<file path="src/lcd_pkg.sv">
`default_nettype none

package lcd_pkg;

    // bus driver phases, in clock cycles
    localparam int SETUP_CYCLES   = 2;  // rs/data stable before en
    localparam int EN_HIGH_CYCLES = 4;
    localparam int HOLD_CYCLES    = 2;
    localparam int XFER_CYCLES    = SETUP_CYCLES + EN_HIGH_CYCLES + HOLD_CYCLES;

    localparam int INIT_COUNT = 5;
    localparam int LINE_CHARS = 16;

    localparam logic [7:0] LINE2_ADDR = 8'h40;

    // HD44780 instruction bytes
    typedef enum logic [7:0] {
        FUNCTION_SET = 8'h38,   // 8-bit bus, two lines, 5x8 font
        DISPLAY_OFF  = 8'h08,
        CLEAR        = 8'h01,
        ENTRY_MODE   = 8'h06,   // increment, no shift
        DISPLAY_ON   = 8'h0C,
        SET_DDRAM    = 8'h80    // low 7 bits carry the address
    } lcd_opcode_e;

    localparam lcd_opcode_e INIT_SEQ [INIT_COUNT] = '{
        FUNCTION_SET,
        DISPLAY_OFF,
        CLEAR,
        ENTRY_MODE,
        DISPLAY_ON
    };

    typedef enum logic [2:0] {
        MSG_INIT       = 3'd0,
        MSG_STOP       = 3'd1,
        MSG_PLAY_PAUSE = 3'd2,
        MSG_REC_PAUSE  = 3'd3,
        MSG_PLAYING    = 3'd4,
        MSG_RECORDING  = 3'd5
    } msg_e;

    typedef enum logic [2:0] {
        S_BEGIN,
        S_INIT,
        S_IDLE,
        S_SET_ADDRESS,
        S_WRITE
    } ctrl_state_e;

endpackage

`default_nettype wire
</file>
<file path="src/lcd_xfer_if.sv">
`timescale 1ns/100ps
`default_nettype none

// one byte to the LCD, instruction or character
interface lcd_xfer_if;

    logic       valid;  // single-cycle request
    logic       rs;     // 0 instruction, 1 character
    logic [7:0] data;
    logic       done;   // single-cycle completion

    modport requester (
        output valid,
        output rs,
        output data,
        input  done
    );

    modport driver (
        input  valid,
        input  rs,
        input  data,
        output done
    );

endinterface

`default_nettype wire

</file>
<file path="src/lcd_top.sv">
`timescale 1ns/100ps
`default_nettype none

module lcd_top (
    input  wire logic       i_clk,
    input  wire logic       i_rst_n,
    input  wire logic       i_start,
    input  wire logic [2:0] i_mode,
    output logic [7:0]      o_lcd_data,
    output logic            o_lcd_en,
    output logic            o_lcd_rs,
    output logic            o_init_finish,
    output logic            o_render_finish
);

    lcd_xfer_if xfer_bus ();

    lcd_pkg::msg_e msg;
    logic [4:0]    pos;
    logic [7:0]    char_code;  // rom output, registered in the controller

    lcd_display_ctrl u_ctrl (
        .i_clk           (i_clk),
        .i_rst_n         (i_rst_n),
        .i_start         (i_start),
        .i_mode          (i_mode),
        .bus             (xfer_bus.requester),
        .o_msg           (msg),
        .o_pos           (pos),
        .i_char          (char_code),
        .o_init_finish   (o_init_finish),
        .o_render_finish (o_render_finish)
    );

    lcd_message_rom u_rom (
        .i_msg  (msg),
        .i_pos  (pos),
        .o_char (char_code)
    );

    lcd_bus_driver u_driver (
        .i_clk      (i_clk),
        .i_rst_n    (i_rst_n),
        .bus        (xfer_bus.driver),
        .o_lcd_data (o_lcd_data),
        .o_lcd_en   (o_lcd_en),
        .o_lcd_rs   (o_lcd_rs)
    );

endmodule

`default_nettype wire

</file>
<file path="src/lcd_display_ctrl.sv">
`timescale 1ns/100ps
`default_nettype none

module lcd_display_ctrl (
    input  wire logic       i_clk,
    input  wire logic       i_rst_n,
    input  wire logic       i_start,
    input  wire logic [2:0] i_mode,
    lcd_xfer_if.requester   bus,
    output lcd_pkg::msg_e   o_msg,
    output logic [4:0]      o_pos,
    input  wire logic [7:0] i_char,
    output logic            o_init_finish,
    output logic            o_render_finish
);

    lcd_pkg::ctrl_state_e state_r;
    lcd_pkg::ctrl_state_e state_w;
    lcd_pkg::msg_e        msg_r;
    lcd_pkg::msg_e        msg_w;

    logic       valid_r;
    logic       valid_w;
    logic       rs_r;
    logic       rs_w;
    logic [7:0] data_r;
    logic [7:0] data_w;
    logic [2:0] idx_r;
    logic [2:0] idx_w;
    logic [4:0] pos_r;      // next character to send
    logic [4:0] pos_w;
    logic       init_fin_r;
    logic       init_fin_w;
    logic       render_fin_r;
    logic       render_fin_w;

    always_comb begin
        state_w      = state_r;
        msg_w        = msg_r;
        valid_w      = 1'b0;    // valid is a pulse
        rs_w         = rs_r;
        data_w       = data_r;
        idx_w        = idx_r;
        pos_w        = pos_r;
        init_fin_w   = init_fin_r;
        render_fin_w = render_fin_r;
        case (state_r)
            lcd_pkg::S_BEGIN: begin
                valid_w = 1'b1;
                rs_w    = 1'b0;
                data_w  = lcd_pkg::INIT_SEQ[0];
                idx_w   = 3'd0;
                state_w = lcd_pkg::S_INIT;
            end
            lcd_pkg::S_INIT: begin
                if (bus.done) begin
                    if (idx_r == 3'(lcd_pkg::INIT_COUNT - 1)) begin
                        init_fin_w = 1'b1;
                        state_w    = lcd_pkg::S_IDLE;
                    end else begin
                        idx_w   = idx_r + 3'd1;
                        valid_w = 1'b1;
                        data_w  = lcd_pkg::INIT_SEQ[idx_w];
                    end
                end
            end
            lcd_pkg::S_IDLE: begin
                if (i_start) begin
                    msg_w        = lcd_pkg::msg_e'(i_mode);
                    render_fin_w = 1'b0;
                    pos_w        = 5'd0;
                    valid_w      = 1'b1;
                    rs_w         = 1'b0;
                    data_w       = lcd_pkg::SET_DDRAM;  // line one, address 0
                    state_w      = lcd_pkg::S_SET_ADDRESS;
                end
            end
            lcd_pkg::S_SET_ADDRESS: begin
                if (bus.done) begin
                    valid_w = 1'b1;
                    rs_w    = 1'b1;
                    data_w  = i_char;
                    pos_w   = pos_r + 5'd1;
                    state_w = lcd_pkg::S_WRITE;
                end
            end
            lcd_pkg::S_WRITE: begin
                if (bus.done) begin
                    if (pos_r == 5'd0) begin  // wrapped, all 32 sent
                        render_fin_w = 1'b1;
                        state_w      = lcd_pkg::S_IDLE;
                    end else if (pos_r == 5'(lcd_pkg::LINE_CHARS)) begin
                        valid_w = 1'b1;
                        rs_w    = 1'b0;
                        data_w  = lcd_pkg::SET_DDRAM | lcd_pkg::LINE2_ADDR;
                        state_w = lcd_pkg::S_SET_ADDRESS;
                    end else begin
                        valid_w = 1'b1;
                        rs_w    = 1'b1;
                        data_w  = i_char;
                        pos_w   = pos_r + 5'd1;
                    end
                end
            end
            default: begin
                state_w = lcd_pkg::S_BEGIN;
            end
        endcase
    end

    always_ff @(posedge i_clk or posedge i_rst_n) begin
        if (i_rst_n) begin
            state_r      <= lcd_pkg::S_BEGIN;
            msg_r        <= lcd_pkg::MSG_INIT;
            valid_r      <= 1'b0;
            rs_r         <= 1'b0;
            data_r       <= 8'd0;
            idx_r        <= 3'd0;
            pos_r        <= 5'd0;
            init_fin_r   <= 1'b0;
            render_fin_r <= 1'b0;
        end else begin
            state_r      <= state_w;
            msg_r        <= msg_w;
            valid_r      <= valid_w;
            rs_r         <= rs_w;
            data_r       <= data_w;
            idx_r        <= idx_w;
            pos_r        <= pos_w;
            init_fin_r   <= init_fin_w;
            render_fin_r <= render_fin_w;
        end
    end

    assign bus.valid       = valid_r;
    assign bus.rs          = rs_r;
    assign bus.data        = data_r;
    assign o_msg           = msg_r;
    assign o_pos           = pos_r;
    assign o_init_finish   = init_fin_r;
    assign o_render_finish = render_fin_r;

endmodule

`default_nettype wire

</file>
<file path="src/lcd_message_rom.sv">
`timescale 1ns/100ps
`default_nettype none

module lcd_message_rom (
    input  wire lcd_pkg::msg_e  i_msg,
    input  wire logic [4:0]     i_pos,
    output logic [7:0]          o_char
);

    // 32 characters, position 0 in the top byte
    logic [255:0] screen;

    always_comb begin
        case (i_msg)
            lcd_pkg::MSG_INIT: begin
                screen = {"   Initializing ", "                "};
            end
            lcd_pkg::MSG_STOP: begin
                screen = {"   Stop         ", "                "};
            end
            lcd_pkg::MSG_PLAY_PAUSE: begin
                screen = {"   Play Pause   ", "                "};
            end
            lcd_pkg::MSG_REC_PAUSE: begin
                screen = {"   Record Pause ", "                "};
            end
            lcd_pkg::MSG_PLAYING: begin
                screen = {"   Playing      ", "                "};
            end
            default: begin
                // MSG_RECORDING and the unused codes 6, 7
                screen = {"   Recording    ", "                "};
            end
        endcase
    end

    assign o_char = screen[8 * (31 - i_pos) +: 8];

endmodule

`default_nettype wire

</file>
<file path="src/lcd_bus_driver.sv">
`timescale 1ns/100ps
`default_nettype none

module lcd_bus_driver (
    input  wire logic       i_clk,
    input  wire logic       i_rst_n,
    lcd_xfer_if.driver      bus,
    output logic [7:0]      o_lcd_data,
    output logic            o_lcd_en,
    output logic            o_lcd_rs
);

    // 0 is idle, 1..XFER_CYCLES walk setup, en high and hold
    logic [3:0] phase_r;
    logic [3:0] phase_w;
    logic       en_w;
    logic       done_r;

    always_comb begin
        phase_w = phase_r;
        if (bus.valid) begin
            phase_w = 4'd1;
        end else if (phase_r == 4'(lcd_pkg::XFER_CYCLES)) begin
            phase_w = 4'd0;
        end else if (phase_r != 4'd0) begin
            phase_w = phase_r + 4'd1;
        end
    end

    assign en_w = (phase_w > 4'(lcd_pkg::SETUP_CYCLES)) &&
                  (phase_w <= 4'(lcd_pkg::SETUP_CYCLES + lcd_pkg::EN_HIGH_CYCLES));

    always_ff @(posedge i_clk or posedge i_rst_n) begin
        if (i_rst_n) begin
            phase_r    <= 4'd0;
            o_lcd_en   <= 1'b0;
            o_lcd_rs   <= 1'b0;
            o_lcd_data <= 8'd0;
            done_r     <= 1'b0;
        end else begin
            phase_r  <= phase_w;
            o_lcd_en <= en_w;  // registered so the pin never glitches
            done_r   <= (phase_w == 4'(lcd_pkg::XFER_CYCLES));
            if (bus.valid) begin
                o_lcd_rs   <= bus.rs;
                o_lcd_data <= bus.data;
            end
        end
    end

    // last hold cycle
    assign bus.done = done_r;

endmodule

`default_nettype wire

</file>
<file path="config.mk">
export PLATFORM = sky130hd
export DESIGN_NAME = lcd_top
export DESIGN_NICKNAME = d
export VERILOG_FILES = /design/src/lcd_pkg.sv /design/src/lcd_xfer_if.sv /design/src/lcd_top.sv /design/src/lcd_display_ctrl.sv /design/src/lcd_message_rom.sv /design/src/lcd_bus_driver.sv
export SDC_FILE = /design/constraint.sdc
export NUM_CORES = 1
export LEC_CHECK = 0
export ABC_AREA = 1
export BUFFER_PORTS_ARGS = -buffer_cell sky130_fd_sc_hd__buf_2
export CORE_ASPECT_RATIO = 1.1
export CORE_MARGIN = 4
export CORE_UTILIZATION = 40
export CTS_CLUSTER_SIZE = 28
export DETAILED_ROUTE_END_ITERATION = 6
export SLEW_MARGIN = 20
export SYNTH_ARGS = -nofsm -noshare
export SYNTH_HDL_FRONTEND = slang
export SYNTH_SLANG_ARGS = --single-unit
</file>
<file path="constraint.sdc">
create_clock -name i_clk -period 5.23 [get_ports i_clk]
set_input_delay 1.3075 -clock i_clk [delete_from_list [all_inputs] [get_ports i_clk]]
set_output_delay 1.3075 -clock i_clk [all_outputs]
set_load 0.01 [all_outputs]
</file>
* Word-level counts from Yosys, hierarchy flattened
Memory sizes are Yosys's and may differ from the RTL's. Cells that the tools add are included.
Cells by class: eq/ne operators 22, bitwise gates (word level) 1, mux-type cells 47, reduce and logical (&&, ||, !) cells 18, order comparisons 3, $add $sub $neg 4, shift-type cells 1
Operators by type and width (count):
- case mux 229 bit (5 select lines) | 1
- indexed part select 256 x 33 -> 8 bit | 1
- two-way mux 8 bit | 9
- case mux 8 bit (5 select lines) | 1
- two-way mux 3 bit | 9
- two-way mux 5 bit | 5
- case mux 3 bit (5 select lines) | 1
- case mux 5 bit (3 select lines) | 1
- two-way mux 1 bit | 13
- == test 3 x 2 -> 1 bit (second input constant) | 4
- two-way mux 4 bit | 3
- AND reduction 6 bit | 2
- != test 2 x 1 -> 1 bit (second input constant) | 5
- == test 3 bit (second input constant) | 3
- == test 4 bit (second input constant) | 2
- != test 2 bit (second input constant) | 4
- nonzero test 4 bit | 2
- AND reduction 7 bit | 1
- == test 3 x 1 -> 1 bit (second input constant) | 2
- zero test 3 bit | 2
- case mux 3 bit (2 select lines) | 1
- AND reduction 3 bit | 2
- subtractor 5 x 5 -> 6 bit (first input constant) | 1
- adder 5 x 1 -> 5 bit (second input constant) | 1
- 19 further kinds | 20
Word-level totals: memories 1, logic and storage cells 111, output and inout port bits 12, register bits after elaboration 41, memory bits (read-only) 64, input bits 6
Memory list:
- (name not given) | words 8, width 8, rd ports 1, clocked after memory_dff 0, wr ports 0, RTL line lcd_display_ctrl.sv:63 | data_w = lcd_pkg::INIT_SEQ[idx_w];

* Longest topological paths before layout
depth after elaboration 8, depth in mapped cells 13

* By module
A second synthesis with hierarchy kept.
Unflattened totals: cell total of the unflattened synthesis 450, area total of the unflattened synthesis 2995.4 um2
By module, submodules not included:
- lcd_display_ctrl | times used 1, cells each 215, area each 1565.3 um2, sequential area each 650.6 um2
- lcd_message_rom | times used 1, cells each 154, area each 752.0 um2, sequential area each 0.0 um2
- lcd_bus_driver | times used 1, cells each 81, area each 678.2 um2, sequential area each 375.4 um2

* Worst setup path after synthesis
Ideal clock, no wire load.
path type input to register, start point input port i_start, end point register u_ctrl.pos_r[2] (netlist: u_ctrl.o_pos[2]), required time 5.153 ns, arrival time 1.985 ns, cell stages on the path 8, slack 3.168 ns, cells stage by stage inv_1 > nand2_2 > nand2_2 > nor2_4 > inv_2 > nor3_4 > nor2_1 > a21oi_1
Between the ends: cells in the longest elaborated chain, start to end 2
Ends and longest elaborated chain:
- start, declared | RTL line lcd_top.sv:7 | input wire logic i_start,
- != test 2 bit (no line)
- AND reduction 6 bit (no line)
- end signal, assigned | RTL line lcd_display_ctrl.sv:129 | pos_r <= pos_w;
- end, declared | RTL line lcd_display_ctrl.sv:30 | logic [4:0] pos_r;
No other way between the ends. A chain may end at the register's enable or synchronous reset.

* Worst setup path after layout
start point register u_ctrl.pos_r[0] (netlist: u_ctrl.o_pos[0]), end point register u_ctrl.data_r[7] (netlist: u_ctrl.bus.data[7])
Between the ends: cells in the longest elaborated chain, start to end 6, elaborated cells between the ends (all ways) 11, those cells by class 1 x add/sub; 2 x eq/ne; 1 x shift; 5 x mux; 2 x reduce/logical
Ends and longest elaborated chain:
- subtractor 5 x 5 -> 6 bit | RTL line lcd_message_rom.sv:37 | assign o_char = screen[8 * (31 - i_pos) +: 8];
- indexed part select 256 x 33 -> 8 bit | RTL line lcd_message_rom.sv:37
- two-way mux 8 bit | RTL line lcd_display_ctrl.sv:92 | end else if (pos_r == 5'(lcd_pkg::LINE_CHARS)) begin
- two-way mux 8 bit | RTL line lcd_display_ctrl.sv:89 | if (pos_r == 5'd0) begin
- two-way mux 8 bit | RTL line lcd_display_ctrl.sv:88 | if (bus.done) begin
- case mux 8 bit (5 select lines) | RTL line lcd_display_ctrl.sv:47 | case (state_r)
- end signal, assigned | RTL line lcd_display_ctrl.sv:127 | data_r <= data_w;
- end, declared | RTL line lcd_display_ctrl.sv:26 | logic [7:0] data_r;
Parallel ways exist; a longest one is shown, timed or not. The select of a mux whose other input is x is not followed.

==> results.toml <==
[status]
status = "complete, no violations"

[critical_path]
crit-reg2reg-launch = "u_ctrl.o_pos[0]"
rrSetupSlack_ns = 2.48
crit_chain = "clkinv_1 > ha_1 > nand2_1 > nor2_4 > nand2_1 > nand3_2 > clkinv_2 > nand2_1 > o21ai_1"
start_kind = "flop"
crit_path_frequent_cell = "nand2_1"
worstPathMaxFanout = 24
critical-path-top-delay-family = "flip-flops"
ff2ff_path_depth = 9
end_kind = "flop"
cp_slowest_stage_delay_ns = 0.82
path_class = "reg -> reg"
cp.required_ns = 5.46
crit_buf_inv = 2
worstReg2RegEnd = "u_ctrl.bus.data[7]"
cp.arrival_ns = 2.98
cp_slowest_cell = "dfrtp_1"

[placement]
hpwl_um = 4690
portBuffers = 17
gp_congestion = 0.904

[detailed_routing]
drt_iter0_drc = 157
viasPerCell = 5.03
avgRoutedWirePerCell_um = 12.8
first_pass_iters = 4
drc_errors = 0
wirelength_um = 6460
via_count = 2529
postRouteAntennaNets = 0

[finish]
layout_common_cells = "nand2_1, nor2_1, inv_1, nand3_1, dfrtp_1"
fin_util_pct = 45.4
area_growth_pct = 10.1
seq_area_um2 = 1030
nets = 436
multi_input_area_um2 = 1480
layout_commonest_cell = "nand2_1"
fillCellCount = 673
drive_above_1_share_pct = 10.7
insertedDiodeCount = 0

[clock_tree]
cts_root_buf = "clkbuf_8"
clock_sinks = 41
numCtsBuffers = 5
ctsHtreeMaxLevel = 2
clk_pin_slew_ns = 0.08
cts_hold_buffers = 0
insertion_delay_ns = 0.30
cts_tree = "yes"
post_cts_resize_count = 0
postCtsSetupRepairBufs = 0
clockBufferDepth = 2

[timing]
period_minus_slack_ns = 2.75
tightest_slew_ns = 0.739
setup-violations-final = 0
drv_slew = 0
relSlewSlack_pct = 50.7
hold_viol_final = 0
timing.final.crit_share_pct = 52.5
setup_tns_ns = 0
fmax_ghz = 0.364
fin_worst_skew_ns = 0.00347
rsz0062_at_grt = "false"

[synth]
yosysWarnings = 0
syn-num-nets = 420
syn_area_per_cell_um2 = 6.77
synth_area_um2 = 2740
synth.distinct_cells = 34
synthCells = 404
ys_seq_area_share_pct = 37.5
ys_ff_latch = 41

[min_path]
hp-class = "reg -> reg"
hold_end = "u_driver.o_lcd_data[6]"
min-delay-start = "u_driver.o_lcd_data[6]"
holdPathStages = 2

[global_route]
grt_usage_pct = 16.9
grt_max_degree = 42
grt_antenna_before_repair = 0
grtUsageMet1_pct = 24.3
grt_pass1_wl_um = 11000
met2_usage_pct = 25.2
grt.busiest_layer = "met2"
grt_pass1_vias = 2322
grt-ovfl-total = 0
grt_use_met3_pct = 2.88

[power]
fin_total_pwr_mw = 1.89
power_density_nw_per_um2 = 626
ir_worst_vdd_mv = 0.271
total_leakage_power_nw = 1.61

[floorplan]
fp.dieH_um = 94.7
placementRows = 31
ios = 18
start_util_pct = 41.3
die-area_um2 = 8230
coreArea_um2 = 6630
dieWidth_um = 86.9

[job]
max_cap_viol_count = 0
## flip-flops by register name (all words and copies together) (netlist names)
name	cells
u_driver.o_lcd_data	8
u_ctrl.bus.valid	1
u_driver.o_lcd_rs	1
u_ctrl.o_pos	5
u_ctrl.o_msg	3
u_ctrl.o_init_finish	1
u_ctrl.o_render_finish	1
u_driver.bus.done	1
u_ctrl.bus.rs	1
u_ctrl.bus.data	8
u_ctrl.idx_r	3
u_driver.phase_r	4
u_driver.o_lcd_en	1
u_ctrl.state_r	3
## tightest hold or removal path, stage by stage, from the launching register on
cell	delay [ns]
dfrtp_1	0.34
nand2_1	0.05
nand2_1	0.05
## metrics by stage
stage / hold slack [ns] / setup slack (ns) / std cells / cell area [um2]
floorplan: 0.446 / 2.98 / 404 / 2740
global placement: 0.448 / 2.59 / 495 / 2890
detailed placement: 0.454 / 2.54 / 495 / 2890
CTS: 0.474 / 2.51 / 503 / 3010
global route: 0.501 / 2.13 / 503 / 3010
finish: 0.469 / 2.48 / 503 / 3010
## how the worst max path moves through the flow
stage | startpoint | endpoint | cells past startpoint
after floorplan | i_rst_n | u_ctrl.bus.data[0] | 1
after global placement | u_ctrl.o_pos[0] | u_ctrl.bus.data[7] | 9
after detailed placement | u_ctrl.o_pos[0] | u_ctrl.bus.data[7] | 9
after CTS | u_ctrl.o_pos[0] | u_ctrl.bus.data[7] | 9
after global routing | u_ctrl.o_pos[0] | u_ctrl.bus.data[7] | 9
final | u_ctrl.o_pos[0] | u_ctrl.bus.data[7] | 9
## cells in the mapped netlist
master    number  area [um2]
a21boi_2       1        11.3
nor2_4         2        22.5
o21ai_1        2        10.0
buf_2          4        20.0
a31oi_1        2        12.5
buf_1          1        3.75
nand4_1        7        43.8
inv_2          6        22.5
o21bai_1       1        7.51
a21oi_1       18        90.1
o211a_1        1        10.0
nor3_4         1        16.3
nand3_2        1        10.0
xor2_1         4        35.0
clkinv_2       1        5.00
o21ai_0       25         125
ha_1          10         125
nor3_1         2        10.0
nor2_1        47         176
clkinv_1       2        7.51
inv_1         42         158
nand2_4        1        11.3
dfrtp_1       41        1030
o21a_1         1        7.51
nand2_1      124         465
a211oi_2       1        12.5
o31ai_1        1        7.51
nor4_1         1        6.26
o22ai_1        1        6.26
nor2_2         2        12.5
a21boi_1       2        15.0
clkbuf_1       4        15.0
nand3_1       42         210
nand2_2        3        18.8
## cells by family after synthesis
family / synth area share [%]
XOR/XNOR: 1.28
flip-flops: 37.5
buffers and inverters: 8.46
AO/OA/AOI/OAI: 11.5
AND/OR/NAND/NOR: 36.7
adder cells (fa/ha/maj): 4.57
## final cells by class
class / instances / area share, %
multi-input combinational: 303 / 49.1
clock buffer: 6 / 2.74
inverter: 51 / 6.40
sequential: 41 / 34.1
tap: 82 / 3.41
timing repair buffer: 18 / 3.07
clock inverter: 2 / 1.25
## where the power goes
part / switching (mW) / total (mW) / internal, mW / leakage (nW)
Combinational: 0.676 / 1.02 / 0.340 / 1.03
Sequential: 0.157 / 0.604 / 0.448 / 0.520
Clock: 0.111 / 0.267 / 0.155 / 0.0574
## metal layers
layer | up-vias | wire (um)
met5 | - | 0
met4 | 0 | 114
met3 | 12 | 404
met2 | 86 | 2880
met1 | 1107 | 3070
li1 | 1324 | -
No activity file was read; power rests on OpenSTA's default activity.
